==> src/include/l2_settings.svh <==
`ifndef L2_SETTINGS_SVH
`define L2_SETTINGS_SVH

// cache geometry
`define L2_SETS        16
`define L2_SET_BITS    4
`define L2_WAYS        2
`define L2_WAY_BITS    1
`define WORDS_PER_LINE 4
`define WORD_OFF_BITS  2

// address split is tag, set, word offset, 2 byte bits
`define ADDR_BITS      32
`define L2_TAG_BITS    24

// request queue and starting credits per channel
`define CPU_Q_DEPTH    2
`define CPU_CREDITS    2
`define MEM_CREDITS    2
`define RSP_CREDITS    2

`endif

==> src/logic/l2_pkg.sv <==
`include "l2_settings.svh"

package l2_pkg;

    typedef logic [`ADDR_BITS-1:0] addr_t;
    typedef logic [31:0] word_t;
    typedef logic [`WORDS_PER_LINE*$bits(word_t)-1:0] line_t;
    typedef logic [`L2_TAG_BITS-1:0] l2_tag_t;
    typedef logic [`L2_SET_BITS-1:0] l2_set_t;
    typedef logic [`L2_WAY_BITS-1:0] l2_way_t;
    typedef logic [`ADDR_BITS-`WORD_OFF_BITS-3:0] line_addr_t;

    typedef struct packed {
        logic  write;
        addr_t addr;
        word_t wdata;
    } cpu_req_t;

    typedef struct packed {
        word_t data;
    } rd_rsp_t;

    // put carries a dirty victim, otherwise a get
    typedef struct packed {
        logic       put;
        line_addr_t addr;
        line_t      line;
    } mem_req_t;

    typedef struct packed {
        line_t line;
    } mem_rsp_t;

    typedef struct packed {
        logic     valid;
        cpu_req_t req;
    } lookup_in_t;

    // way is the hit way on a hit, the victim way on a miss
    typedef struct packed {
        logic                     valid;
        logic                     write;
        logic                     hit;
        l2_way_t                  way;
        l2_set_t                  set;
        l2_tag_t                  tag;
        logic [`WORD_OFF_BITS-1:0] off;
        word_t                    word;
        logic                     victim_dirty;
        l2_tag_t                  victim_tag;
        line_t                    victim_line;
    } lookup_out_t;

    typedef enum logic [1:0] {
        miss_idle,
        miss_evict,
        miss_fetch,
        miss_fill
    } miss_state_t;

endpackage

==> src/logic/l2_input_decoder.sv <==
`timescale 1ns/1ns
`include "l2_settings.svh"

module l2_input_decoder (
    input  logic               clk,
    input  logic               rst_n_i,
    input  logic               cpu_req_valid_i,
    input  l2_pkg::cpu_req_t   cpu_req_i,
    input  logic               stall_i,
    output logic               cpu_req_credit_o,
    output l2_pkg::lookup_in_t lookup_in_o
);

    // depth is a power of two so the pointers wrap on their own
    localparam int ptr_bits = $clog2(`CPU_Q_DEPTH);

    l2_pkg::cpu_req_t    queue [`CPU_Q_DEPTH];
    logic [ptr_bits-1:0] wr_ptr;
    logic [ptr_bits-1:0] rd_ptr;
    logic [ptr_bits:0]   count;
    logic                queue_empty;
    logic                move;
    logic                push;
    logic                pop;

    assign queue_empty = (count == '0);
    assign move = !stall_i && (!queue_empty || cpu_req_valid_i);
    assign pop  = move && !queue_empty;
    // an empty queue lets the request go straight into the stage register
    assign push = cpu_req_valid_i && !(move && queue_empty);

    always_ff @(posedge clk) begin
        if (push) begin
            queue[wr_ptr] <= cpu_req_i;
        end
    end

    always_ff @(posedge clk or negedge rst_n_i) begin
        if (!rst_n_i) begin
            wr_ptr           <= '0;
            rd_ptr           <= '0;
            count            <= '0;
            lookup_in_o      <= '0;
            cpu_req_credit_o <= 1'b0;
        end else begin
            if (push) begin
                wr_ptr <= wr_ptr + 1'b1;
            end
            if (pop) begin
                rd_ptr <= rd_ptr + 1'b1;
            end
            count <= count + (ptr_bits+1)'(push) - (ptr_bits+1)'(pop);
            if (!stall_i) begin
                lookup_in_o.valid <= move;
                lookup_in_o.req   <= queue_empty ? cpu_req_i : queue[rd_ptr];
            end
            // one credit per request handed on to lookup
            cpu_req_credit_o <= move;
        end
    end

endmodule

==> config.mk <==
export PLATFORM = sky130hd
export DESIGN_NAME = l2_input_decoder
export DESIGN_NICKNAME = d
export VERILOG_FILES = /design/src/logic/l2_pkg.sv /design/src/logic/l2_input_decoder.sv
export VERILOG_INCLUDE_DIRS = /design/src /design/src/include
export SDC_FILE = /design/constraint.sdc
export NUM_CORES = 1
export LEC_CHECK = 0
export BUFFER_PORTS_ARGS = -buffer_cell sky130_fd_sc_hd__buf_4
export CORE_ASPECT_RATIO = 1.4
export CORE_MARGIN = 1
export CORE_UTILIZATION = 50
export CTS_BUF_LIST = sky130_fd_sc_hd__clkbuf_8
export DETAILED_ROUTE_END_ITERATION = 8
export PLACE_DENSITY = 0.74
export SETUP_SLACK_MARGIN = 0.3
export SYNTH_ARGS = -nofsm -noshare
export SYNTH_HDL_FRONTEND = slang
export SYNTH_SLANG_ARGS = --single-unit
==> constraint.sdc <==
create_clock -name clk -period 6.9 [get_ports clk]
set_clock_uncertainty 0.1 [all_clocks]
set_input_delay 0.69 -clock clk [delete_from_list [all_inputs] [get_ports clk]]
set_output_delay 0.69 -clock clk [all_outputs]
set_load 0.05 [all_outputs]
==> impl_results.md <==
- Final Hold Viols: 0
- Synthesized Nets: 593
- Net Sw Frac: 41.71%
- Crit path max fanout: 69
- Routed wire length: 16.09 mm
- # H-tree levels: 1
- Post-CTS Resized: 0
- Slew Limit Headroom: 20.79%
- Drt via density: 5.632
- # nets final: 719
- Power density cells: 486.7 nW/um2
- Global-route wire length before repair: 26.03 mm
- Crit path kind: register to register
- Required time of the critical path: 7.17 ns
- Final ANT Viol Nets: 0
- Initial antenna violation count: 0
- Fin. max-slew vios: 0
- Drt wl/cell: 18.58 um
- Syn avg cell area: 15.61 um2
- Measured slew at the worst slew-check pin: 1.188 ns
- RSZ-0062 raised after global routing: false
- Sw Pwr: 1.972 mW
- Internal power: 2.756 mW
- Cell area after synthesis: 8150 um2
- Setup bufs post-CTS: 0
- Endpoints failing setup: 0
- Largest net degree at the start of global routing: 86
- Max-cap viol count: 0
- Outcome: finished clean
- Drt pass-1 iters: 5
- Vias in the first global route: 5,101
- Port buffer count: 135
- Synth Area in XOR/XNOR: 0.4298%
- Post-DP HPWL: 9.585 mm
- Hold buffer count at cts: 0
- Number of diodes: 0
- Die area: 16,820 um2
- Flop pwr share: 41.1%
- Synthesized flop and latch total: 201
- CTS tree: done
- CTS max path bufs: 3
- Sum Neg Setup Slack: 0 ns
- Clock power share: 17.9%
- DRC violations left: 0
- Clock Sinks: 201
- Clock transition at the registers of the reported paths: 0.06 ns
- Yosys Warn Count: 0
- Starting density of the core: 51.77%
- CTS Buf Count: 29
- Peak supply drop: 300.6 uV
- Crit path DAT: 3.36 ns
- Number of core rows: 54
- Hold Path Class: input pin to async pin
- Logic pwr share: 41.0%
- Die Y: 153.1 um
- Worst-Skew Late Latency: 0.52 ns
- Fillers: 1,229
- R2r setup slk: 3.81 ns
- Fmax: 0.3240 GHz
- Total gr overflow: 0
- Synth-to-layout area growth: 19.17%
- Simple-Gate Fraction of Synth Area: 5.189%
- CP startpoint kind: register
- Adder-Cell Fraction of Synth Area: 0.3070%
- Post-layout minimum cycle time: 3.087 ns
- Leak Pwr: 3.994 nW
- All-Layer GR Usage: 20.01%
- Routability cong.: 0.7188
- Io pins: 136
- Initial DRC count: 254
- Largest family of logic cells by synthesized area: compound AO/OA/AOI/OAI gates
- DR vias: 4,877
- Synth Area in Compound Gates: 9.641%
- DIE WIDTH: 109.9 um
- Synth unique cells: 20
- Share of cells above drive strength 1: 31.79%
- Crit share post-route: 44.73%
- Post-Syn Instances: 522
- Multiplexer area fraction after synthesis: 8.106%
- Core Region: 15,740 um2
- Worst hold slack: 0.1646 ns
- CP Capture Type: register
- Register area share after synthesis: 69.70%
- Clk root buf: clkbuf_8
## final timing paths
path / from / cells after the start / end
setup reg to reg: count[1] / 7 / count[1]
hold reg to reg: lookup_in_o[9] / 2 / lookup_in_o[9]
min in group clk: cpu_req_i[43] / 1 / queue[1][43]
hold / removal: rst_n_i / 1 / lookup_in_o[55]
setup / recovery: count[1] / 7 / count[1]
max in group asynchronous: rst_n_i / 1 / rd_ptr
## cell usage after synthesis
master    instances  share of area (%)
o21ba_2           1               0.12
buf_4             3               0.28
edfxtp_1        130                 48
a221oi_2         31                5.7
ha_1              2               0.31
clkbuf_4          1              0.092
clkbuf_1         13               0.60
nor3_1            1              0.061
buf_6             9                1.2
mux2i_1          66                8.1
inv_1            68                3.1
dfrtp_1          71                 22
xor2_1            1               0.11
nor4_1           65                5.0
buf_8             1               0.18
xnor2_1           3               0.32
nor2_1            3               0.14
a221oi_1         34                3.7
buf_2            18                1.1
o31ai_2           1               0.15
## through the flow
step	utilization (%)	cells	setup WS, ns	power [mW]	cell area, um2
6_report	61.70	866	3.813	4.728	9713
2_1_floorplan	-	522	2.682	3.385	8150
3_5_place_dp	58.37	813	3.385	3.923	9189
5_1_grt	61.70	866	3.629	4.971	9713
3_3_place_gp	58.37	813	3.421	3.875	9189
4_1_cts	61.70	866	3.805	4.778	9713
## final cells by class
cell class              count  area, um2  share of cell area, %
clock buffers              29      399.1                  4.109
flip-flops and latches    201       5687                  58.55
inverters                  68      255.2                  2.628
well taps                 196      245.2                  2.525
repair buffers            140       1051                  10.82
multi-input cells         208       1951                  20.08
clock inverters            24      125.1                  1.288
## power by group through the flow
stage          sequential (mW)  combinational [mW]  clock, mW
2_1_floorplan             2.51               0.871          0
3_3_place_gp              1.95                1.92          0
3_5_place_dp              1.97                1.95          0
4_1_cts                   1.95                1.96      0.872
5_1_grt                   1.99                2.05      0.928
6_report                  1.94                1.94      0.846
## cell families (layout without fill, tap and decap cells)
group,count (synthesis),in the layout
AO/OA/AOI/OAI,67,67
adder cells (fa/ha/maj),2,2
buffers and inverters,113,261
XOR/XNOR,4,4
AND/OR/NAND/NOR,69,69
flip-flops,201,201
multiplexers,66,66
## worst max-delay path, stage by stage, from the launching register on
cell     delay (ns)
dfrtp_2        0.34
buf_4          0.63
o21ba_4        1.03
ha_1           0.40
inv_1          0.06
ha_1           0.15
xnor2_1        0.14
xnor2_1        0.08
## routing by layer
| metal | vias to the layer above | global-route usage (%) | share of wire (%) |
|---|---|---|---|
| met5 | - | 0 | 0 |
| met1 | 2423 | 24.66 | 39 |
| li1 | 2277 | - | - |
| met2 | 157 | 35.09 | 53 |
| met4 | 0 | 6.857 | 1.6 |
| met3 | 20 | 3.241 | 6.3 |
## layout by cell type, fill, tap and decap left out
cell,Yosys,final
a221oi_1,34,34
dfrtp_1,71,68
ha_1,2,2
mux2i_1,66,66
a221oi_2,31,31
clkinv_1,0,13
xnor2_1,3,3
nor3_1,1,1
clkinvlp_4,0,1
nor2_4,0,2
inv_1,68,73
o31ai_2,1,1
buf_4,3,140
bufinv_16,0,1
o21ba_4,0,1
dfrtp_2,0,2
dfrtp_4,0,1
clkbuf_8,0,29
edfxtp_1,130,130
xor2_1,1,1
nor4_1,65,65
clkinv_2,0,4
nor2_1,3,1
## registers in the layout (all words and copies together) (netlist names)
signal            count
count                 2
cpu_req_credit_o      1
lookup_in_o          66
queue               130
rd_ptr                1
wr_ptr                1
Note: power is estimated with default switching activity, not from simulation.
