==> src/include/l2_settings.svh <==
`ifndef L2_SETTINGS_SVH
`define L2_SETTINGS_SVH

// cache geometry
`define L2_SETS        16
`define L2_SET_BITS    4
`define L2_WAYS        2
`define L2_WAY_BITS    1
`define WORDS_PER_LINE 4
`define WORD_OFF_BITS  2

// address split is tag, set, word offset, 2 byte bits
`define ADDR_BITS      32
`define L2_TAG_BITS    24

// request queue and starting credits per channel
`define CPU_Q_DEPTH    2
`define CPU_CREDITS    2
`define MEM_CREDITS    2
`define RSP_CREDITS    2

`endif

==> src/logic/l2_pkg.sv <==
`include "l2_settings.svh"

package l2_pkg;

    typedef logic [`ADDR_BITS-1:0] addr_t;
    typedef logic [31:0] word_t;
    typedef logic [`WORDS_PER_LINE*$bits(word_t)-1:0] line_t;
    typedef logic [`L2_TAG_BITS-1:0] l2_tag_t;
    typedef logic [`L2_SET_BITS-1:0] l2_set_t;
    typedef logic [`L2_WAY_BITS-1:0] l2_way_t;
    typedef logic [`ADDR_BITS-`WORD_OFF_BITS-3:0] line_addr_t;

    typedef struct packed {
        logic  write;
        addr_t addr;
        word_t wdata;
    } cpu_req_t;

    typedef struct packed {
        word_t data;
    } rd_rsp_t;

    // put carries a dirty victim, otherwise a get
    typedef struct packed {
        logic       put;
        line_addr_t addr;
        line_t      line;
    } mem_req_t;

    typedef struct packed {
        line_t line;
    } mem_rsp_t;

    typedef struct packed {
        logic     valid;
        cpu_req_t req;
    } lookup_in_t;

    // way is the hit way on a hit, the victim way on a miss
    typedef struct packed {
        logic                     valid;
        logic                     write;
        logic                     hit;
        l2_way_t                  way;
        l2_set_t                  set;
        l2_tag_t                  tag;
        logic [`WORD_OFF_BITS-1:0] off;
        word_t                    word;
        logic                     victim_dirty;
        l2_tag_t                  victim_tag;
        line_t                    victim_line;
    } lookup_out_t;

    typedef enum logic [1:0] {
        miss_idle,
        miss_evict,
        miss_fetch,
        miss_fill
    } miss_state_t;

endpackage

==> src/logic/l2_localmem.sv <==
`timescale 1ns/1ns
`include "l2_settings.svh"

module l2_localmem (
    input  logic                                clk,
    input  logic                                rst_n_i,
    input  l2_pkg::l2_set_t                     rd_set_i,
    input  logic                                wr_en_i,
    input  l2_pkg::l2_set_t                     wr_set_i,
    input  l2_pkg::l2_way_t                     wr_way_i,
    input  l2_pkg::l2_tag_t                     wr_tag_i,
    input  logic                                wr_dirty_i,
    input  l2_pkg::line_t                       wr_line_i,
    input  logic                                advance_evict_i,
    output l2_pkg::l2_tag_t [`L2_WAYS-1:0]      rd_tags_o,
    output l2_pkg::line_t [`L2_WAYS-1:0]        rd_lines_o,
    output logic [`L2_WAYS-1:0]                 rd_valid_o,
    output logic [`L2_WAYS-1:0]                 rd_dirty_o,
    output l2_pkg::l2_way_t                     rd_evict_way_o
);

    l2_pkg::l2_tag_t      tags [`L2_WAYS][`L2_SETS];
    l2_pkg::line_t        lines [`L2_WAYS][`L2_SETS];
    logic [`L2_WAYS-1:0]  valid [`L2_SETS];
    logic [`L2_WAYS-1:0]  dirty [`L2_SETS];
    l2_pkg::l2_way_t      evict_way [`L2_SETS];

    // asynchronous read by set
    always_comb begin
        for (int w = 0; w < `L2_WAYS; w++) begin
            rd_tags_o[w]  = tags[w][rd_set_i];
            rd_lines_o[w] = lines[w][rd_set_i];
        end
    end

    assign rd_valid_o     = valid[rd_set_i];
    assign rd_dirty_o     = dirty[rd_set_i];
    assign rd_evict_way_o = evict_way[rd_set_i];

    always_ff @(posedge clk) begin
        if (wr_en_i) begin
            tags[wr_way_i][wr_set_i]  <= wr_tag_i;
            lines[wr_way_i][wr_set_i] <= wr_line_i;
        end
    end

    always_ff @(posedge clk or negedge rst_n_i) begin
        if (!rst_n_i) begin
            for (int s = 0; s < `L2_SETS; s++) begin
                valid[s]     <= '0;
                dirty[s]     <= '0;
                evict_way[s] <= '0;
            end
        end else if (wr_en_i) begin
            valid[wr_set_i][wr_way_i] <= 1'b1;
            dirty[wr_set_i][wr_way_i] <= wr_dirty_i;
            // refills alone move the round robin pointer
            if (advance_evict_i) begin
                evict_way[wr_set_i] <= evict_way[wr_set_i] + 1'b1;
            end
        end
    end

endmodule

==> config.mk <==
export PLATFORM = sky130hd
export DESIGN_NAME = l2_localmem
export DESIGN_NICKNAME = d
export VERILOG_FILES = /design/src/logic/l2_pkg.sv /design/src/logic/l2_localmem.sv
export VERILOG_INCLUDE_DIRS = /design/src /design/src/include
export SDC_FILE = /design/constraint.sdc
export NUM_CORES = 2
export LEC_CHECK = 0
export BUFFER_PORTS_ARGS = -buffer_cell sky130_fd_sc_hd__buf_2
export CAP_MARGIN = 20
export CORE_MARGIN = 4
export CORE_UTILIZATION = 60
export DETAILED_ROUTE_END_ITERATION = 6
export PLACE_DENSITY = 0.77
export SYNTH_ARGS = -nofsm -noshare
export SYNTH_HDL_FRONTEND = slang
export SYNTH_MEMORY_MAX_BITS = 65536
export SYNTH_SLANG_ARGS = --single-unit
==> constraint.sdc <==
create_clock -name clk -period 1.8 [get_ports clk]
set_input_delay 0.09 -clock clk [delete_from_list [all_inputs] [get_ports clk]]
set_output_delay 0.09 -clock clk [all_outputs]
set_load 0.02 [all_outputs]
==> results.tsv <==
stage	metric	value	unit
logic_synthesis	synth-seq-cells	4944	
cells_and_area	utilization	74.4	%
timing	hold_viol	0	
power_and_ir_drop	p_switching	56200	uW
power_and_ir_drop	p_clk_share	39.7	%
clock_tree	cts_sinks	4944	
global_route	antenna_found_initial	44	
power_and_ir_drop	leakage	0.0738	uW
setup_path	critical_path_depth	4	
global_route	grt_pass1_wl	795000	um
logic_synthesis	ys_types	29	
global_route	overflow	0	
detailed_routing	drt_iter0_drc	18300	
setup_path	start_kind	flop	
cells_and_area	seq_area	148000	um^2
logic_synthesis	synth_edf_count	4864	
clock_tree	clockBufferDepth	4	
power_and_ir_drop	p_int	190000	uW
timing	setup_viol	309	
placement	gp_congestion	0.839	
setup_path	crit_buf_inv	1	
setup_path	arrival	2.64	ns
timing	slew_headroom	31.5	%
setup_path	critPathMaxStageDelay	0.51	ns
worst_hold_path	hold_path_depth	4	
logic_synthesis	synth_fp_nets	7950	
global_route	grt_pass1_vias	103000	
floorplan	std_cell_rows	203	
detailed_routing	vias	101000	
timing	grt_setup_unrepaired	true	
clock_tree	cts_tree	built	
setup_path	cp_data_required_time	1.71	ns
floorplan	core	307000	um^2
floorplan	initial_core_util	60.4	%
placement	dp_hpwl	325000	um
detailed_routing	ant_nets	0	
global_route	grt_max_degree	44	
power_and_ir_drop	p_sw_share	22.8	%
timing	setup_tns	-205.31	ns
floorplan	dieArea	318000	um^2
timing	tightest_slew	1.02	ns
cells_and_area	finalNetCount	9724	
timing	period_minus_slack	2.73	ns
setup_path	crit_path_end_kind	output port	
floorplan	dieWidth	564	um
clock_tree	cts_buffers	463	
cells_and_area	multi_input_area	39900	um^2
worst_hold_path	hold_class	primary input to flop	
detailed_routing	firstDrtPassIters	7	
timing	setup_slack	-0.929	ns
timing	clock_skew	0.00856	ns
cells_and_area	drive_gt1_share	43.7	%
timing	min_period_over_period	152	%
status	status	finished with violations	
logic_synthesis	syn_area_per_cell	23.8	um^2
setup_path	crit_path_max_fanout	1	
clock_tree	clkTransAtPathRegs	0.07	ns
logic_synthesis	yosysSeqAreaShare	79.9	%
logic_synthesis	async_flop_share	1.62	%
setup_path	worstSetupPathType	flop to output port	
cells_and_area	n_fill_cell	14900	
placement	portBuffers	474	
timing	drv_slew	0	
global_route	grt.total_usage	35.7	%
setup_path	path_cells	mux4_2 -> a22o_1 -> a41o_1 -> buf_6	
clock_tree	worst_skew_pair.late_latency	0.98	ns
setup_path	regToRegSetupSlack	0.36	ns
floorplan	top_level_ports	475	
power_and_ir_drop	p_comb_share	8.0	%
timing	fmax	366	MHz
cells_and_area	syn2layout_area_growth	23.1	%
detailed_routing	vias_per_cell	7.16	
clock_tree	cts_htree_levels	5	
placement	dpl-instance-area	205000	um^2
setup_path	r2r_cells	6	
detailed_routing	drt_wl_total	572000	um
floorplan	dieHeight	564	um
logic_synthesis	syn_area	185000	um^2
flow_run	maxCapViolCount	0	
status	violations	setup timing	
power_and_ir_drop	seq_power_share	52.3	%
logic_synthesis	syn_inst	7784	
logic_synthesis	ys.warnings.count	0	
power_and_ir_drop	ir_drop	940	uV
clock_tree	clockRootBuffer	clkbuf_16	
detailed_routing	drc_errors	0	
cells_and_area	fin_area	228000	um^2
power_and_ir_drop	p_per_area	1080	nW/um^2
logic_synthesis	synth_top_flop_cell	edfxtp_1	
setup_path	slowest_stage	mux4_2	
detailed_routing	wire_per_inst	40.6	um
timing	whs	0.0730	ns
setup_path	path_delay_family	compound AO/OA/AOI/OAI gates	
tightest hold or removal path, stage by stage:
cell	delay, ns
buf_2	0.16
nand2b_1	0.34
nor2_4	0.11
buf_12	0.16
cells in the mapped netlist, drive strengths merged (25+ instances only):
| library cell | n | area, um^2 |
|---|---|---|
| mux2i | 52 | 521 |
| mux2 | 52 | 586 |
| a22oi | 369 | 2770 |
| nor2 | 150 | 563 |
| nand2b | 25 | 156 |
| nand2 | 220 | 826 |
| dfrtp | 80 | 2000 |
| buf | 304 | 1850 |
| mux4 | 1214 | 27300 |
| edfxtp | 4864 | 146000 |
| clkbuf | 124 | 467 |
| o22ai | 238 | 1490 |
final timing paths:
| path | start | to |
|---|---|---|
| min in group asynchronous | rst_n_i | dirty[13] |
| worst max-delay path | lines[1][1973] | rd_lines_o[181] |
| max in group asynchronous | rst_n_i | valid[14] |
| worst min-delay path | wr_set_i[2] | tags[0][192] |
| worst max register to register | evict_way[0] | evict_way[0] |
| worst min register to register | valid[22] | valid[22] |
per-layer routing:
metal  track usage (%)  vias to the layer above  share of wire, %
met3              9.25                     1806                15
met5                 0                        -             0.022
met4              16.8                       20               5.7
li1                  -                    37100                 -
met1              47.5                    52200                31
met2              56.1                     9776                48
flip-flops by register name, summed over array words and instances, names as in the netlist:
| signal | flops |
|---|---|
| lines | 4096 |
| tags | 768 |
| dirty | 32 |
| valid | 32 |
| evict_way | 16 |
area by class of cell:
type / count / area share (%)
Clock inverter: 303 / 1.28
Sequential cell: 4944 / 64.9
Timing Repair Buffer: 1737 / 8.72
Inverter: 16 / 0.0526
Antenna cell: 35 / 0.0384
Multi-Input combinational cell: 2396 / 17.5
Clock buffer: 557 / 5.28
Tap cell: 4100 / 2.25
logic make-up after synthesis:
| kind of cell | synth area share [%] |
|---|---|
| buf+inv | 1.28 |
| flops | 79.9 |
| simple gates | 1.03 |
| mux | 15.4 |
| compound gates | 2.41 |
cell usage in the layout (no fill, tap or decap), types with 97 or more instances in the layout:
cell type,instances
clkinv_1,98
dlygate4sd3_1,168
nand2_2,116
clkbuf_16,466
nor2_4,97
edfxtp_1,4864
mux4_2,1214
o22ai_2,108
buf_4,635
buf_12,454
a22oi_2,314
buf_2,168
buf_6,307
clkinv_2,105
o22ai_4,109
power by group through the flow:
stage	registers (uW)	clock network [uW]	logic, uW
detailed placement	131000	0	15700
CTS	129000	97300	18700
global placement	131000	0	15200
global route	129000	103000	20200
floorplan	131000	0	7780
finish	129000	97900	19600
repair_timing:
item	CTS	global route
gates resized for setup	1405	190
endpoints found under the hold margin	5024	34
hold buffers	169	5
endpoints found under the setup margin	309	312
pin swaps	532	148
buffers inserted	7	5
metrics by stage:
| step | total power (uW) | setup slack [ns] | instances |
|---|---|---|---|
| finish | 246000 | -0.929 | 14100 |
| global route | 253000 | -0.928 | 14100 |
| CTS | 245000 | -0.906 | 14100 |
| detailed placement | 147000 | -0.476 | 13100 |
| global placement | 146000 | -0.404 | 13100 |
| floorplan | 139000 | -1.85 | 7784 |
Power figures use the tool's default switching activity.
