[config.mk]
export PLATFORM = sky130hd
export DESIGN_NAME = l2_lookup
export DESIGN_NICKNAME = d
export VERILOG_FILES = /design/src/logic/l2_pkg.sv /design/src/logic/l2_lookup.sv
export VERILOG_INCLUDE_DIRS = /design/src /design/src/include
export SDC_FILE = /design/constraint.sdc
export NUM_CORES = 1
export LEC_CHECK = 0
export CAP_MARGIN = 20
export CORE_AREA = 2 2 296 298
export CTS_CLUSTER_DIAMETER = 80
export DETAILED_ROUTE_END_ITERATION = 8
export DIE_AREA = 0 0 298 300
export DONT_BUFFER_PORTS = 1
export PLACE_DENSITY = 0.32
export SLEW_MARGIN = 20
export SYNTH_ARGS = -nofsm -noshare
export SYNTH_HDL_FRONTEND = slang
export SYNTH_SLANG_ARGS = --single-unit
[constraint.sdc]
create_clock -name clk -period 6.22 [get_ports clk]
set_input_delay 0.622 -clock clk [delete_from_list [all_inputs] [get_ports clk]]
set_output_delay 0.622 -clock clk [all_outputs]
set_load 0.02 [all_outputs]
[src/include/l2_settings.svh]
`ifndef L2_SETTINGS_SVH
`define L2_SETTINGS_SVH

// cache geometry
`define L2_SETS        16
`define L2_SET_BITS    4
`define L2_WAYS        2
`define L2_WAY_BITS    1
`define WORDS_PER_LINE 4
`define WORD_OFF_BITS  2

// address split is tag, set, word offset, 2 byte bits
`define ADDR_BITS      32
`define L2_TAG_BITS    24

// request queue and starting credits per channel
`define CPU_Q_DEPTH    2
`define CPU_CREDITS    2
`define MEM_CREDITS    2
`define RSP_CREDITS    2

`endif

[src/logic/l2_pkg.sv]
`include "l2_settings.svh"

package l2_pkg;

    typedef logic [`ADDR_BITS-1:0] addr_t;
    typedef logic [31:0] word_t;
    typedef logic [`WORDS_PER_LINE*$bits(word_t)-1:0] line_t;
    typedef logic [`L2_TAG_BITS-1:0] l2_tag_t;
    typedef logic [`L2_SET_BITS-1:0] l2_set_t;
    typedef logic [`L2_WAY_BITS-1:0] l2_way_t;
    typedef logic [`ADDR_BITS-`WORD_OFF_BITS-3:0] line_addr_t;

    typedef struct packed {
        logic  write;
        addr_t addr;
        word_t wdata;
    } cpu_req_t;

    typedef struct packed {
        word_t data;
    } rd_rsp_t;

    // put carries a dirty victim, otherwise a get
    typedef struct packed {
        logic       put;
        line_addr_t addr;
        line_t      line;
    } mem_req_t;

    typedef struct packed {
        line_t line;
    } mem_rsp_t;

    typedef struct packed {
        logic     valid;
        cpu_req_t req;
    } lookup_in_t;

    // way is the hit way on a hit, the victim way on a miss
    typedef struct packed {
        logic                     valid;
        logic                     write;
        logic                     hit;
        l2_way_t                  way;
        l2_set_t                  set;
        l2_tag_t                  tag;
        logic [`WORD_OFF_BITS-1:0] off;
        word_t                    word;
        logic                     victim_dirty;
        l2_tag_t                  victim_tag;
        line_t                    victim_line;
    } lookup_out_t;

    typedef enum logic [1:0] {
        miss_idle,
        miss_evict,
        miss_fetch,
        miss_fill
    } miss_state_t;

endpackage

[src/logic/l2_lookup.sv]
`timescale 1ns/1ns
`include "l2_settings.svh"

module l2_lookup (
    input  logic                           clk,
    input  logic                           rst_n_i,
    input  l2_pkg::lookup_in_t             lookup_in_i,
    input  logic                           stall_i,
    input  l2_pkg::l2_tag_t [`L2_WAYS-1:0] rd_tags_i,
    input  l2_pkg::line_t [`L2_WAYS-1:0]   rd_lines_i,
    input  logic [`L2_WAYS-1:0]            rd_valid_i,
    input  logic [`L2_WAYS-1:0]            rd_dirty_i,
    input  l2_pkg::l2_way_t                rd_evict_way_i,
    input  logic                           fill_done_i,
    output l2_pkg::l2_set_t                rd_set_o,
    output logic                           wr_en_o,
    output l2_pkg::l2_set_t                wr_set_o,
    output l2_pkg::l2_way_t                wr_way_o,
    output l2_pkg::l2_tag_t                wr_tag_o,
    output l2_pkg::line_t                  wr_line_o,
    output l2_pkg::lookup_out_t            lookup_out_o
);

    localparam int word_bits = $bits(l2_pkg::word_t);

    l2_pkg::cpu_req_t          req;
    l2_pkg::cpu_req_t          req_q;
    logic                      active;
    l2_pkg::l2_tag_t           tag;
    l2_pkg::l2_set_t           set;
    logic [`WORD_OFF_BITS-1:0] off;
    logic                      hit;
    l2_pkg::l2_way_t           hit_way;
    l2_pkg::l2_way_t           victim;
    l2_pkg::line_t             merged;

    // after a refill the held miss is looked up again
    assign req    = fill_done_i ? req_q : lookup_in_i.req;
    assign active = fill_done_i || (!stall_i && lookup_in_i.valid);
    assign {tag, set, off} = req.addr[`ADDR_BITS-1:2];
    assign rd_set_o = set;

    always_comb begin
        hit     = 1'b0;
        hit_way = '0;
        victim  = rd_evict_way_i;
        // walk down so the lowest invalid way wins
        for (int w = `L2_WAYS-1; w >= 0; w--) begin
            if (rd_valid_i[w] && rd_tags_i[w] == tag) begin
                hit     = 1'b1;
                hit_way = l2_pkg::l2_way_t'(w);
            end
            if (!rd_valid_i[w]) begin
                victim = l2_pkg::l2_way_t'(w);
            end
        end
        merged = rd_lines_i[hit_way];
        merged[off*word_bits +: word_bits] = req.wdata;
    end

    // write hit goes back dirty in this stage
    assign wr_en_o   = active && hit && req.write;
    assign wr_set_o  = set;
    assign wr_way_o  = hit_way;
    assign wr_tag_o  = tag;
    assign wr_line_o = merged;

    always_ff @(posedge clk or negedge rst_n_i) begin
        if (!rst_n_i) begin
            lookup_out_o <= '0;
            req_q        <= '0;
        end else if (fill_done_i || !stall_i) begin
            lookup_out_o.valid        <= active;
            lookup_out_o.write        <= req.write;
            lookup_out_o.hit          <= hit;
            lookup_out_o.way          <= hit ? hit_way : victim;
            lookup_out_o.set          <= set;
            lookup_out_o.tag          <= tag;
            lookup_out_o.off          <= off;
            lookup_out_o.word         <= rd_lines_i[hit_way][off*word_bits +: word_bits];
            lookup_out_o.victim_dirty <= rd_dirty_i[victim];
            lookup_out_o.victim_tag   <= rd_tags_i[victim];
            lookup_out_o.victim_line  <= rd_lines_i[victim];
            req_q                     <= req;
        end
    end

endmodule

==> results.toml <==
[yosys]
syn_inst = 1690
synth-edff-count = 0
synthesis.area_mm2 = 0.0156
async_flop_share_pct = 100
yosys_warnings = 0
ys_types = 36
synth-seq-area-share_pct = 40.2
syn_avg_cell_area_um2 = 9.26
synth_ff_type = "dfrtp_1"
syn-num-nets = 2074
ys_ff_latch = 251

[sta]
fin_ws_ns = 1.06
fin_crit_ns = 5.16
slew_headroom_pct = 21.5
setup_viol = 0
fin_setup_tns_ns = 0
fin_worst_skew_ns = 0.0195
hold_slack_ns = -0.229
timing.final.crit_share_pct = 82.9
rsz0062_at_grt = "false"
max_freq_mhz = 194
tightest_slew_ns = 1.17
hold_viol_final = 251
slew_viol_final = 0

[placement]
hpwl_mm = 65.0
place_ws_ns = 1.36
placed_cells = 2681
port_buffers = 0
gp_congestion = 0.894

[clock_tree]
clk_pin_slew_worst_paths_ns = 0.05
cts.sinks = 251
cts_tree = "yes"
cts_root_buf = "clkbuf_16"
clock_path_buffers = 3
numCtsBuffers = 38
cts-htree-levels = 2
clock_insertion_delay_worst_skew_ns = 0.57
post_cts_resized = 0

[finish]
syn_to_final_growth_pct = 12.6
layout.cells.non_filler = 2755
nNetsFinal = 1950
layout-drive-gt1-share_pct = 8.22
nFillCells = 9585
fin_util_pct = 20.4

[outcome]
status = "finished, violations left"
violations = "negative hold slack"

[power]
swShare_pct = 37.9
power_density_mw_per_mm2 = 316
p_int_w = 0.00345
power_w = 0.00556
p_comb_share_pct = 20.2
p_seq_share_pct = 41.0
leakagePower_nw = 6.91
pwr-share-clk_pct = 38.8
switching_power_w = 0.00211
peakVddDrop_v = 0.000166

[setup_path]
required_ns = 5.60
crit_type = "reg2out"
crit_arrival_ns = 4.54
startpoint_type = "register"
r2r-end = "lookup_out_o[183]"
cp_max_fo = 70
rrSetupSlack_ns = 2.08
end_kind = "primary output"
reg2reg_depth = 9
r2r_start = "req_q[62]"

[die]
io_pins = 760
dieArea_mm2 = 0.0894
die_y_um = 300
rows = 108
fp.dieW_um = 298
initial_core_util_pct = 18.1
core_area_mm2 = 0.0862

[drt]
drt_pass1_iterations = 5
dr_total_vias = 13100
wire_per_inst_um = 31.3
wl_mm = 86.2
drtIter0Drc = 871
drc = 0
via_per_inst = 4.77
postRouteAntennaNets = 0

[global_routing]
grt_pass1_vias = 13300
overflow = 0
grt_usage_pct = 18.4
grt_first_pass_wirelength_mm = 116
grt_max_degree = 252
antenna_found_initial = 4

[flow_run]
maxCapViolations = 0

[hold_path]
hold_path_class = "in2async"
==> layout by cell type (no fill, tap or decap), types with 5 or more instances in the layout <==
master / instances
a22o_1: 9
clkbuf_1: 11
clkbuf_16: 39
mux2i_2: 14
nor2_1: 80
o2bb2ai_1: 32
buf_12: 5
dfrtp_1: 251
o22ai_1: 128
nor3_1: 11
and2_1: 33
nand2_1: 158
mux2_2: 5
nor4_1: 32
a211oi_1: 46
xnor2_1: 41
xor2_1: 7
diode_2: 6
a21oi_1: 106
buf_4: 33
mux2i_1: 279
inv_1: 28
o21ai_0: 154
clkbuf_8: 8
clkinv_2: 6
nor2b_1: 48
==> timing repair <==
item / 4_1_cts / 5_1_grt
setup buffers: 0 / 0
endpoints found under the hold margin: 251 / 251
setup endpoints to repair: 0 / 0
==> synthesized netlist by cell type (33+ instances only) <==
cell type / count / area [µm²]
nor2b_1: 49 / 307
buf_4: 64 / 480
xnor2_1: 41 / 359
mux2i_1: 281 / 2810
a211oi_1: 46 / 345
and2_1: 33 / 206
a21oi_1: 106 / 531
nand2_1: 159 / 597
o22ai_1: 128 / 801
clkbuf_1: 91 / 342
dfrtp_1: 251 / 6280
o21ai_0: 155 / 776
nor2_1: 80 / 300
==> how the worst max path moves through the flow <==
stage	to	slack, ns	from	depth (start not counted)
after global placement	wr_line_o[62]	1.41	fill_done_i	8
after CTS	wr_line_o[62]	0.94	req_q[40]	8
after detailed placement	wr_line_o[62]	1.36	fill_done_i	8
after global routing	wr_line_o[22]	0.79	req_q[40]	9
final	wr_line_o[22]	1.06	req_q[62]	9
after floorplan	wr_line_o[113]	2.47	fill_done_i	12
==> worst max-delay path, stage by stage (launching register included) <==
cell and delay, ns:
dfrtp_1 0.48, mux2i_2 0.34, xor2_1 0.37, nand4_1 0.16, nor4_1 0.45, o2111a_2 0.58, buf_12 0.24, buf_12 0.33
mux2i_1 0.57, o22ai_1 0.36
==> layout make-up <==
cell class	count	area (µm²)	area share [%]
multi-input cells	1208	8190	46.5
flip-flops and latches	251	6280	35.6
well taps	1155	1450	8.20
clock buffers	58	1130	6.40
repair buffers	39	375	2.13
inverters	28	105	0.596
clock inverters	10	86.3	0.490
diodes	6	15.0	0.0852
==> kinds of logic after synthesis <==
| kind of cell | share of synthesized area (%) |
|---|---|
| AND/OR/NAND/NOR | 11.2 |
| buffers and inverters | 8.04 |
| multiplexers | 19.4 |
| XOR/XNOR | 2.69 |
| flip-flops | 40.2 |
| adder cells (fa/ha/maj) | 0.400 |
| AO/OA/AOI/OAI | 18.1 |
==> per-layer routing <==
metal	routed length, µm	track usage, %
met5	0	0
met4	3010	6.21
met3	8800	7.59
met2	39600	29.2
met1	34900	22.6
==> per-stage QoR <==
step / instance area [µm²] / hold slack [ns]
floorplan: 15600 / 0.326
global placement: 16400 / 0.335
detailed placement: 16400 / 0.336
CTS: 17600 / -0.278
global route: 17600 / -0.267
finish: 17600 / -0.229
==> sequential cells by signal (all words and copies together), names as in the netlist <==
name          count
lookup_out_o    190
req_q            61
==> power groups by stage <==
stage	Clock, W	Sequential (W)	Combinational, W
global placement	0	0.00231	0.00113
finish	0.00216	0.00228	0.00112
floorplan	0	0.00217	0.000884
CTS	0.00225	0.00229	0.00114
global route	0.00231	0.00231	0.00120
detailed placement	0	0.00231	0.00114
No activity file was read; power rests on OpenSTA's default activity.
