==> src/include/l2_settings.svh <==
`ifndef L2_SETTINGS_SVH
`define L2_SETTINGS_SVH

// cache geometry
`define L2_SETS        16
`define L2_SET_BITS    4
`define L2_WAYS        2
`define L2_WAY_BITS    1
`define WORDS_PER_LINE 4
`define WORD_OFF_BITS  2

// address split is tag, set, word offset, 2 byte bits
`define ADDR_BITS      32
`define L2_TAG_BITS    24

// request queue and starting credits per channel
`define CPU_Q_DEPTH    2
`define CPU_CREDITS    2
`define MEM_CREDITS    2
`define RSP_CREDITS    2

`endif

==> src/logic/l2_pkg.sv <==
`include "l2_settings.svh"

package l2_pkg;

    typedef logic [`ADDR_BITS-1:0] addr_t;
    typedef logic [31:0] word_t;
    typedef logic [`WORDS_PER_LINE*$bits(word_t)-1:0] line_t;
    typedef logic [`L2_TAG_BITS-1:0] l2_tag_t;
    typedef logic [`L2_SET_BITS-1:0] l2_set_t;
    typedef logic [`L2_WAY_BITS-1:0] l2_way_t;
    typedef logic [`ADDR_BITS-`WORD_OFF_BITS-3:0] line_addr_t;

    typedef struct packed {
        logic  write;
        addr_t addr;
        word_t wdata;
    } cpu_req_t;

    typedef struct packed {
        word_t data;
    } rd_rsp_t;

    // put carries a dirty victim, otherwise a get
    typedef struct packed {
        logic       put;
        line_addr_t addr;
        line_t      line;
    } mem_req_t;

    typedef struct packed {
        line_t line;
    } mem_rsp_t;

    typedef struct packed {
        logic     valid;
        cpu_req_t req;
    } lookup_in_t;

    // way is the hit way on a hit, the victim way on a miss
    typedef struct packed {
        logic                     valid;
        logic                     write;
        logic                     hit;
        l2_way_t                  way;
        l2_set_t                  set;
        l2_tag_t                  tag;
        logic [`WORD_OFF_BITS-1:0] off;
        word_t                    word;
        logic                     victim_dirty;
        l2_tag_t                  victim_tag;
        line_t                    victim_line;
    } lookup_out_t;

    typedef enum logic [1:0] {
        miss_idle,
        miss_evict,
        miss_fetch,
        miss_fill
    } miss_state_t;

endpackage

==> src/logic/l2_miss_unit.sv <==
`timescale 1ns/1ns
`include "l2_settings.svh"

module l2_miss_unit (
    input  logic                clk,
    input  logic                rst_n_i,
    input  l2_pkg::lookup_out_t lookup_out_i,
    input  logic                rd_rsp_credit_i,
    input  logic                mem_req_credit_i,
    input  logic                mem_rsp_valid_i,
    input  l2_pkg::mem_rsp_t    mem_rsp_i,
    output logic                rd_rsp_valid_o,
    output l2_pkg::rd_rsp_t     rd_rsp_o,
    output logic                mem_req_valid_o,
    output l2_pkg::mem_req_t    mem_req_o,
    output logic                stall_o,
    output logic                fill_done_o,
    output logic                fill_wr_en_o,
    output l2_pkg::l2_set_t     fill_set_o,
    output l2_pkg::l2_way_t     fill_way_o,
    output l2_pkg::l2_tag_t     fill_tag_o,
    output l2_pkg::line_t       fill_line_o,
    output logic                advance_evict_o
);

    localparam int rsp_w = $clog2(`RSP_CREDITS + 1);
    localparam int mem_w = $clog2(`MEM_CREDITS + 1);

    l2_pkg::miss_state_t state;
    logic [rsp_w-1:0]    rsp_cnt;
    logic [mem_w-1:0]    mem_cnt;
    logic                send_rsp;
    logic                send_mem;
    logic                miss_start;

    assign send_rsp = lookup_out_i.valid && lookup_out_i.hit && !lookup_out_i.write &&
                      rsp_cnt != '0;
    assign send_mem = (state == l2_pkg::miss_evict || state == l2_pkg::miss_fetch) &&
                      mem_cnt != '0;
    // the old miss stays in place through the write and fill_done cycles
    assign miss_start = state == l2_pkg::miss_idle && lookup_out_i.valid &&
                        !lookup_out_i.hit && !fill_wr_en_o && !fill_done_o;

    // held for the whole miss, or a read hit with no response credit
    assign stall_o = lookup_out_i.valid &&
                     (!lookup_out_i.hit || (!lookup_out_i.write && rsp_cnt == '0));

    assign fill_set_o      = lookup_out_i.set;
    assign fill_way_o      = lookup_out_i.way;
    assign fill_tag_o      = lookup_out_i.tag;
    assign advance_evict_o = fill_wr_en_o;

    always_ff @(posedge clk) begin
        if (send_rsp) begin
            rd_rsp_o.data <= lookup_out_i.word;
        end
        if (send_mem) begin
            mem_req_o.put  <= (state == l2_pkg::miss_evict);
            mem_req_o.addr <= (state == l2_pkg::miss_evict) ?
                              {lookup_out_i.victim_tag, lookup_out_i.set} :
                              {lookup_out_i.tag, lookup_out_i.set};
            mem_req_o.line <= lookup_out_i.victim_line;
        end
        if (state == l2_pkg::miss_fill && mem_rsp_valid_i) begin
            fill_line_o <= mem_rsp_i.line;
        end
    end

    always_ff @(posedge clk or negedge rst_n_i) begin
        if (!rst_n_i) begin
            state           <= l2_pkg::miss_idle;
            rsp_cnt         <= rsp_w'(`RSP_CREDITS);
            mem_cnt         <= mem_w'(`MEM_CREDITS);
            rd_rsp_valid_o  <= 1'b0;
            mem_req_valid_o <= 1'b0;
            fill_wr_en_o    <= 1'b0;
            fill_done_o     <= 1'b0;
        end else begin
            rsp_cnt         <= rsp_cnt + rsp_w'(rd_rsp_credit_i) - rsp_w'(send_rsp);
            mem_cnt         <= mem_cnt + mem_w'(mem_req_credit_i) - mem_w'(send_mem);
            rd_rsp_valid_o  <= send_rsp;
            mem_req_valid_o <= send_mem;
            fill_wr_en_o    <= 1'b0;
            // lookup sees the new line one cycle after the write
            fill_done_o     <= fill_wr_en_o;
            case (state)
                l2_pkg::miss_idle: begin
                    if (miss_start) begin
                        state <= lookup_out_i.victim_dirty ? l2_pkg::miss_evict :
                                                             l2_pkg::miss_fetch;
                    end
                end
                l2_pkg::miss_evict: begin
                    if (send_mem) begin
                        state <= l2_pkg::miss_fetch;
                    end
                end
                l2_pkg::miss_fetch: begin
                    if (send_mem) begin
                        state <= l2_pkg::miss_fill;
                    end
                end
                l2_pkg::miss_fill: begin
                    if (mem_rsp_valid_i) begin
                        fill_wr_en_o <= 1'b1;
                        state        <= l2_pkg::miss_idle;
                    end
                end
                default: state <= l2_pkg::miss_idle;
            endcase
        end
    end

endmodule

==> config.mk <==
export PLATFORM = sky130hd
export DESIGN_NAME = l2_miss_unit
export DESIGN_NICKNAME = d
export VERILOG_FILES = /design/src/logic/l2_pkg.sv /design/src/logic/l2_miss_unit.sv
export VERILOG_INCLUDE_DIRS = /design/src /design/src/include
export SDC_FILE = /design/constraint.sdc
export NUM_CORES = 1
export LEC_CHECK = 0
export ABC_AREA = 1
export BUFFER_PORTS_ARGS = -buffer_cell sky130_fd_sc_hd__buf_2
export CORE_AREA = 2 2 275 277
export CTS_BUF_LIST = sky130_fd_sc_hd__clkbuf_2 sky130_fd_sc_hd__clkbuf_4 sky130_fd_sc_hd__clkbuf_8
export CTS_CLUSTER_DIAMETER = 150
export DETAILED_ROUTE_END_ITERATION = 10
export DIE_AREA = 0 0 277 279
export MAX_ROUTING_LAYER = met4
export PLACE_DENSITY = 0.37
export SYNTH_ARGS = -nofsm -noshare
export SYNTH_HDL_FRONTEND = slang
export SYNTH_SLANG_ARGS = --single-unit
==> constraint.sdc <==
create_clock -name clk -period 8.8 [get_ports clk]
set_clock_uncertainty 0.15 [all_clocks]
set_input_delay 0.44 -clock clk [delete_from_list [all_inputs] [get_ports clk]]
set_output_delay 0.44 -clock clk [all_outputs]
set_load 0.02 [all_outputs]
==> results of run 1 <==
[layer usage]
metal / wire length, um / vias up / GRT usage
met1: 16700 / 4018 / 0.127
li1: - / 3977 / -
met2: 21600 / 367 / 0.182
met3: 2850 / 79 / 0.0220
met4: 1090 / 0 / 0.0361
met5: 0 / - / -
[cell type report]
cell class | count | area share
Sequential cell | 327 | 0.490
Multi-Input combinational cell | 109 | 0.0282
Clock inverter | 41 | 0.0191
Antenna cell | 6 | 0.000753
Inverter | 15 | 0.00357
Tap cell | 969 | 0.0608
Clock buffer | 72 | 0.0459
Timing Repair Buffer | 1052 | 0.352
[metrics by stage]
stage / power (mW) / instances
global route: 6.09 / 2588
floorplan: 3.44 / 486
finish: 5.78 / 2591
detailed placement: 4.10 / 2123
global placement: 4.09 / 2123
CTS: 5.92 / 2585
[Yosys cell counts, drive strengths merged]
library cell	instances	area [sq um]
dfstp	2	52.6
nor2	3	11.3
or2	1	6.26
nand3	1	10.0
o21ai	3	18.8
dfrtp	8	200
buf	35	264
inv	15	63.8
nor3b	1	12.5
o22ai	1	6.26
edfxtp	317	9520
nand2	84	330
ha	9	113
nand4	2	12.5
xnor2	4	35.0
[power groups by stage]
stage / Clock, mW / Sequential (mW) / Combinational [mW]
floorplan: 0 / 3.07 / 0.371
global placement: 0 / 2.50 / 1.59
detailed placement: 0 / 2.50 / 1.60
CTS: 1.66 / 2.47 / 1.78
global route: 1.72 / 2.51 / 1.86
finish: 1.58 / 2.47 / 1.74
[path summary, 6_finish.rpt]
kind	start	end	slack (ps)
max in group asynchronous	rst_n_i	mem_cnt[0]	7500
max	state[0]	mem_req_o[84]	5680
min	rst_n_i	rsp_cnt[1]	160
min in group clk	lookup_out_i[217]	rd_rsp_o[21]	190
max reg2reg	state[0]	mem_req_o[84]	5680
min reg2reg	advance_evict_o	fill_done_o	290
[logic make-up (layout without fill, tap and decap cells)]
kind of cell,count (synthesis),after routing,synth area share
xor+xnor,4,4,0.00329
compound gates,4,4,0.00235
other cells,0,6,0
fa+ha+maj,9,9,0.0106
flops,327,327,0.917
simple gates,92,92,0.0359
buf+inv,50,1180,0.0308
[registers in the layout (all words and copies together) (netlist names)]
register and flops:
advance_evict_o 1, fill_done_o 1, fill_line_o 128, mem_cnt 2, mem_req_o 157, mem_req_valid_o 1, rd_rsp_o 32, rd_rsp_valid_o 1
rsp_cnt 2, state 2
==> results.rst, run 1 <==
.. list-table::
   :header-rows: 1

   * - Metric
     - Value
   * - Sequential Power Share
     - 0.427
   * - Achievable clock frequency
     - 320 MHz
   * - Register area share after synthesis
     - 0.917
   * - Largest delay contributor family on the critical path
     - buffers and inverters
   * - Post-CTS setup buffers
     - 0
   * - Classification of the worst-slack hold path
     - input pin to asynchronous set/reset pin
   * - Post-route DRC
     - 0
   * - Core ar.
     - 74,100 sq um
   * - Worst Hold Margin
     - 159 ps
   * - Share of final-layout standard cells stronger than drive strength 1
     - 0.498
   * - Post-route antenna net violation count
     - 0
   * - Row cnt
     - 100
   * - Most frequent cells in the layout
     - 699 x buf_2, 349 x dlygate4sd3_1, 317 x edfxtp_1
   * - Worst Setup Path Type
     - flip-flop to flip-flop
   * - Worst ir drop on vdd
     - 0.279 mV
   * - Vias in the first global route
     - 9,260
   * - Number of filler cells placed in the layout
     - 7,751
   * - Total area of multi-input combinational cells
     - 562 sq um
   * - Switching part of the total
     - 0.349
   * - Slew at the pin closest to its max-slew limit
     - 1090 ps
   * - Die Y-Extent
     - 279 um
   * - Cell depth of the worst flop-to-flop path
     - 5
   * - All-Layer GR Usage
     - 0.107
   * - Weighted congestion reported at the end of routability-driven placement
     - 0.821
   * - Synthesis Warnings
     - 0
   * - Headroom to the max-slew limit
     - 0.273
   * - Worst path max stage delay
     - 820 ps
   * - Final-report setup violation count
     - 0
   * - CP Capture Type
     - flip-flop
   * - Quantity of gates resized following cts
     - 0
   * - Setup Slack @ Placement
     - 5690 ps
   * - Critical path, cell by cell
     - inv_1 > ha_1 > o21ai_2 > inv_6 > buf_4
   * - Cell chosen for the clock root
     - clkbuf_8
   * - Net switching power
     - 2.02 mW
   * - Number of clock sinks seen by CTS
     - 327
   * - Seq. cell area
     - 9770 sq um
   * - Average footprint of a synthesized cell
     - 21.9 sq um
   * - Portion of total power attributed to combinational logic
     - 0.300
   * - Final #Nets
     - 1,926
   * - Count of distinct cell types in the synthesized netlist
     - 20
   * - Bufs on Longest Clock Path
     - 3
   * - Drt first-iter violations
     - 376
   * - Placed wire-length estimate after detailed placement
     - 31,600 um
   * - Portion of total power attributed to the clock network
     - 0.273
   * - Area growth from synthesis to layout
     - 87.2%
   * - Post-placement cell area
     - 15,100 sq um
   * - Length of the first detailed-routing pass in iterations
     - 4
   * - CTS tree
     - done
   * - Final-report hold violation count
     - 0
   * - Total via count after detailed routing
     - 8,441
   * - Setup repair after global routing missed its margin
     - no
   * - Core occupancy in the finished layout
     - 0.269
   * - Leading cell type in the layout, fill and taps excluded
     - buf_2
   * - Kind of launch point of the worst setup path
     - flip-flop
   * - Critical path arrival
     - 3220 ps
   * - TritonCTS Buffers
     - 60
   * - CTS Hold Bufs
     - 349
   * - Detail-routed net length per standard cell
     - 16.3 um
   * - Fin. max-slew vios
     - 0
   * - Static Leakage
     - 8.40 nW
   * - Global-route wire length before repair
     - 59,600 um
   * - Number of levels in the clock H-tree
     - 2
   * - Status
     - finished clean
   * - Final min period
     - 3120 ps
   * - Post-route cell area
     - 20,000 sq um
   * - #FFs+latches synth
     - 327
   * - CTS clk-pin slew, worst paths
     - 60 ps
   * - Initial core utilization
     - 0.144
   * - Horizontal die dimension
     - 277 um
   * - DR vias/cell
     - 3.26
   * - Stages on worst setup path
     - 5
   * - Bufs and invs on worst path
     - 3
   * - Internal power component
     - 3.76 mW
   * - Power density of the placed cells
     - 290 nW/um^2
   * - Setup TNS after final layout
     - 0 ps
   * - IO Count
     - 704
   * - Post-Syn Nets
     - 847
   * - Final worst-path cycle share
     - 0.355
   * - Cell area after synthesis
     - 10,700 sq um
   * - Maximum number of pins on one net before global-route repair
     - 92
   * - Clock latency reported for the late side of the worst-skew pair
     - 630 ps
   * - Count of buffers inserted at the top-level ports
     - 699
   * - Worst EP required
     - 8900 ps
   * - Crit path max-delay cell type
     - buf_4
   * - Final critical-path setup slack
     - 5680 ps
   * - Total wire length
     - 42,200 um
   * - Synth Instances
     - 486
   * - Peak fanout along the critical path
     - 91
   * - Maximum capacitance violations
     - 0
   * - Initial antenna violation count
     - 9
   * - Total Die Area
     - 77,300 sq um
   * - Grt ovf
     - 0
Note: power is estimated with default switching activity, not from simulation.
==> run 2, diff against run 1 <==
clock period = 3.2 ns   (was 8.8 ns; I/O delays follow)
==> run 2 against run 1 <==
The run now fails in clock tree synthesis (4_1_cts). Synthesized cell count unchanged. Area after synthesis unchanged.
==> results.rst, run 2 <==
.. list-table::
   :header-rows: 1

   * - Metric
     - Value
   * - Number of enable-type register cells in the synthesized netlist
     - 317 (unchanged)
   * - Top_reg_cell synth
     - edfxtp_1
   * - # placed instances
     - 2,126 (+0.14%)
   * - Quantity of gates resized following cts
     - 0 (unchanged)
   * - Average footprint of a synthesized cell
     - 21.9 sq um (unchanged)
   * - Weighted congestion reported at the end of routability-driven placement
     - 0.853 (+3.9%)
   * - Synthesis Warnings
     - 0 (unchanged)
   * - IO Count
     - 704 (unchanged)
   * - Bufs on Longest Clock Path
     - 3 (unchanged)
   * - First Error
     - [ERROR RSZ-0060] Max buffer count reached.
   * - Last stage the flow got to
     - clock tree synthesis (4_1_cts)
   * - #FFs+latches synth
     - 327 (unchanged)
   * - Status
     - stopped before the end
   * - Most area-hungry cell type in the Yosys netlist
     - edfxtp_1
   * - Synth cell count leaders
     - 317 x edfxtp_1, 82 x nand2_1, 33 x buf_4, 14 x inv_1, 9 x ha_1
   * - Most frequently used cell type in the post-synthesis netlist
     - edfxtp_1
   * - Placed wire-length estimate after detailed placement
     - 32,500 um (+3.0%)
   * - Cells taking the most area after synthesis
     - edfxtp_1 89%, nand2_1 2.9%, buf_4 2.3%, dfrtp_1 1.9%, ha_1 1.1%
   * - Initial core utilization
     - 0.144 (unchanged)
   * - Count of buffers inserted at the top-level ports
     - 699 (unchanged)
   * - Cell chosen for the clock root
     - clkbuf_8
   * - Cell area after synthesis
     - 10,700 sq um (unchanged)
   * - CTS Hold Bufs
     - 449 (+29%)
   * - Row cnt
     - 100 (unchanged)
   * - Synth Instances
     - 486 (unchanged)
   * - Register area share after synthesis
     - 0.917 (unchanged)
   * - Post-CTS setup buffers
     - 0 (unchanged)
   * - Synth top area share
     - 0.893 (unchanged)
   * - Post-Syn Nets
     - 847 (unchanged)
   * - Number of levels in the clock H-tree
     - 2 (unchanged)
   * - Horizontal die dimension
     - 277 um (unchanged)
   * - Asr flop ratio synth
     - 0.0306 (unchanged)
   * - Number of clock sinks seen by CTS
     - 327 (unchanged)
   * - TritonCTS Buffers
     - 61 (+1.7%)
   * - Die Y-Extent
     - 279 um (unchanged)
   * - Count of distinct cell types in the synthesized netlist
     - 20 (unchanged)
-- run 2: per-stage QoR --
stage / hold slack [ps] / instance area, sq um / utilization / setup WS, ps
after floorplan: -286 / 10700 / - / -996
after detailed placement: -106 / 15200 / 0.206 / 908
after global placement: -106 / 15200 / 0.206 / 945
-- run 2: logic make-up after synthesis --
group	count (synthesis)	synth area share
AOI/OAI and AO/OA	4	0.00235
DFF	327	0.917
and+or+nand+nor	92	0.0359
xor gates and xnor gates	4	0.00329
adders and majority gates	9	0.0106
buffers and inverters	50	0.0308
==> run 3, diff against run 2 <==
CORE_AREA = 2 2 271 273   (was 2 2 275 277)
CTS_BUF_LIST = default   (was sky130_fd_sc_hd__clkbuf_2 sky130_fd_sc_hd__clkbuf_4 sky130_fd_sc_hd__clkbuf_8)
CTS_CLUSTER_DIAMETER = default   (was 150)
DIE_AREA = 0 0 273 275   (was 0 0 277 279)
MAX_ROUTING_LAYER = default   (was met4)
PLACE_DENSITY = default   (was 0.37)
PLACE_DENSITY_LB_ADDON = 0.15   (was default)
==> run 3 against run 2 <==
The run now ends clean.
==> results.rst, run 3 (synthesis gave the netlist of run 1 again) <==
.. list-table::
   :header-rows: 1

   * - Metric
     - Value
   * - Status
     - finished clean
   * - Power density of the placed cells
     - 810 nW/um^2
   * - Weighted congestion reported at the end of routability-driven placement
     - 0.748 (-12%)
   * - Worst Hold Margin
     - 103 ps
   * - CTS tree
     - done
   * - Met1 track demand over resource in global routing
     - 0.106
   * - Core ar.
     - 72,300 sq um
   * - Detail-routed net length per standard cell
     - 16.0 um
   * - Setup repair after global routing missed its margin
     - no
   * - Most frequent cells in the layout
     - 699 x buf_2, 351 x dlygate4sd3_1, 317 x edfxtp_1
   * - Flip-flop count of the largest register, all copies and words added
     - 157
   * - Post-CTS setup buffers
     - 0 (unchanged)
   * - CTS clk-pin slew, worst paths
     - 60 ps
   * - Total via count after detailed routing
     - 8,344
   * - Kind of launch point of the worst setup path
     - flip-flop
   * - Share of final-layout standard cells stronger than drive strength 1
     - 0.492
   * - Post-placement cell area
     - 15,200 sq um (about the same)
   * - Global-route wire length before repair
     - 56,100 um
   * - TritonCTS Buffers
     - 42 (-31%)
   * - Post-route cell area
     - 20,000 sq um
   * - Fin. max-slew vios
     - 0
   * - Grt ovf
     - 0
   * - Number of clock sinks seen by CTS
     - 327 (unchanged)
   * - Number of levels in the clock H-tree
     - 2 (unchanged)
   * - Largest regs
     - mem_req_o x157, fill_line_o x128, rd_rsp_o x32
   * - Slew at the pin closest to its max-slew limit
     - 879 ps
   * - Post-route antenna net violation count
     - 0
   * - Initial core utilization
     - 0.147 (+0.00344)
   * - Peak fanout along the critical path
     - 25
   * - IO Count
     - 704 (unchanged)
   * - Post-route DRC
     - 0
   * - Classification of the worst-slack hold path
     - input pin to flip-flop
   * - Placed wire-length estimate after detailed placement
     - 30,300 um (-6.9%)
   * - Row cnt
     - 99 (-1.0%)
   * - Final-report hold violation count
     - 0
   * - Worst EP required
     - 3480 ps
   * - Bufs on Longest Clock Path
     - 3 (unchanged)
   * - All-Layer GR Usage
     - 0.100
   * - Total wire length
     - 40,700 um
   * - Initial antenna violation count
     - 4
   * - Final-report setup violation count
     - 0
   * - Final worst-path cycle share
     - 0.905
   * - Die Y-Extent
     - 275 um (-1.4%)
   * - DR vias/cell
     - 3.28
   * - Total Die Area
     - 75,100 sq um
   * - Achievable clock frequency
     - 345 MHz
   * - Final min period
     - 2900 ps
   * - Horizontal die dimension
     - 273 um (-1.4%)
   * - GRT met2 Usage
     - 0.190
   * - Drt first-iter violations
     - 362
   * - Static Leakage
     - 8.39 nW
   * - Leading cell type in the layout, fill and taps excluded
     - buf_2
   * - Area growth from synthesis to layout
     - 88.2%
   * - Top reg by flops
     - mem_req_o
   * - Worst ir drop on vdd
     - 0.492 mV
   * - Critical path arrival
     - 3170 ps
   * - Worst Setup Path Type
     - flip-flop to flip-flop
   * - Maximum number of pins on one net before global-route repair
     - 130
   * - Cell chosen for the clock root
     - clkbuf_16
   * - Vias in the first global route
     - 8,910
   * - GR Layer Usage met3
     - 0.0282
   * - Headroom to the max-slew limit
     - 0.414
   * - Quantity of gates resized following cts
     - 0 (unchanged)
   * - Maximum capacitance violations
     - 0
   * - Length of the first detailed-routing pass in iterations
     - 4
   * - Most used routing layer
     - met2
   * - CP Capture Type
     - flip-flop
   * - Count of buffers inserted at the top-level ports
     - 699 (unchanged)
   * - Final #Nets
     - 1,913
   * - Clock latency reported for the late side of the worst-skew pair
     - 550 ps
run 3: timing repair:
item                                    in CTS  in global routing
hold buffers                               351                  0
endpoints found under the setup margin       0                  0
endpoints found under the hold margin      332                  0
run 3: worst paths after layout:
path | end | slack (ps) | start | cells after the start
max | state[1] | 300 | state[1] | 9
min | rd_rsp_valid_o | 100 | lookup_out_i[216] | 3
max reg2reg | state[1] | 300 | state[1] | 9
min reg2reg | fill_done_o | 290 | advance_evict_o | 0
max in group asynchronous | rd_rsp_valid_o | 1450 | rst_n_i | 4
min in group asynchronous | rsp_cnt[1] | 550 | rst_n_i | 3
run 3: through the flow:
stage / std cells / util / setup WS [ps] / total power [mW] / TNS, ps
3_5_place_dp: 2116 / 0.210 / 935 / 11.4 / 0
6_report: 2543 / 0.277 / 304 / 16.2 / 0
3_3_place_gp: 2116 / 0.210 / 917 / 11.4 / 0
2_1_floorplan: 486 / - / -996 / 9.04 / -81050
5_1_grt: 2543 / 0.277 / 133 / 17.1 / 0
4_1_cts: 2541 / 0.277 / 304 / 16.6 / 0
run 3: area by class of cell:
cell class              count  area, sq um
flip-flops and latches    327         9770
multi-input cells         109          584
inverters                  15         71.3
repair buffers           1057         7100
clock buffers              52         1150
clock inverters            22          163
fillers                  7576        52300
well taps                 959         1200
diodes                      2         5.00
run 3: critical path, cell delays in order, from the launching register on:
cell and delay (ps):
dfrtp_1 430, inv_2 110, ha_1 480, inv_8 160, nand2_4 120, nand2_4 60
nand4_1 90, dlygate4sd3_1 560, nand2_1 60, dlygate4sd3_1 550
run 3: per-layer routing:
| layer | wire [um] | share of wire | up-vias |
|---|---|---|---|
| li1 | - | - | 3929 |
| met1 | 14500 | 0.36 | 4063 |
| met2 | 22300 | 0.55 | 302 |
| met3 | 2820 | 0.069 | 50 |
| met4 | 952 | 0.023 | 0 |
| met5 | 0 | 0 | - |
run 3: report_power, final:
group	switching (mW)	leakage (nW)	internal, mW
Combinational	3.34	4.68	1.63
Sequential	0.336	3.07	6.37
Clock	1.85	0.646	2.71
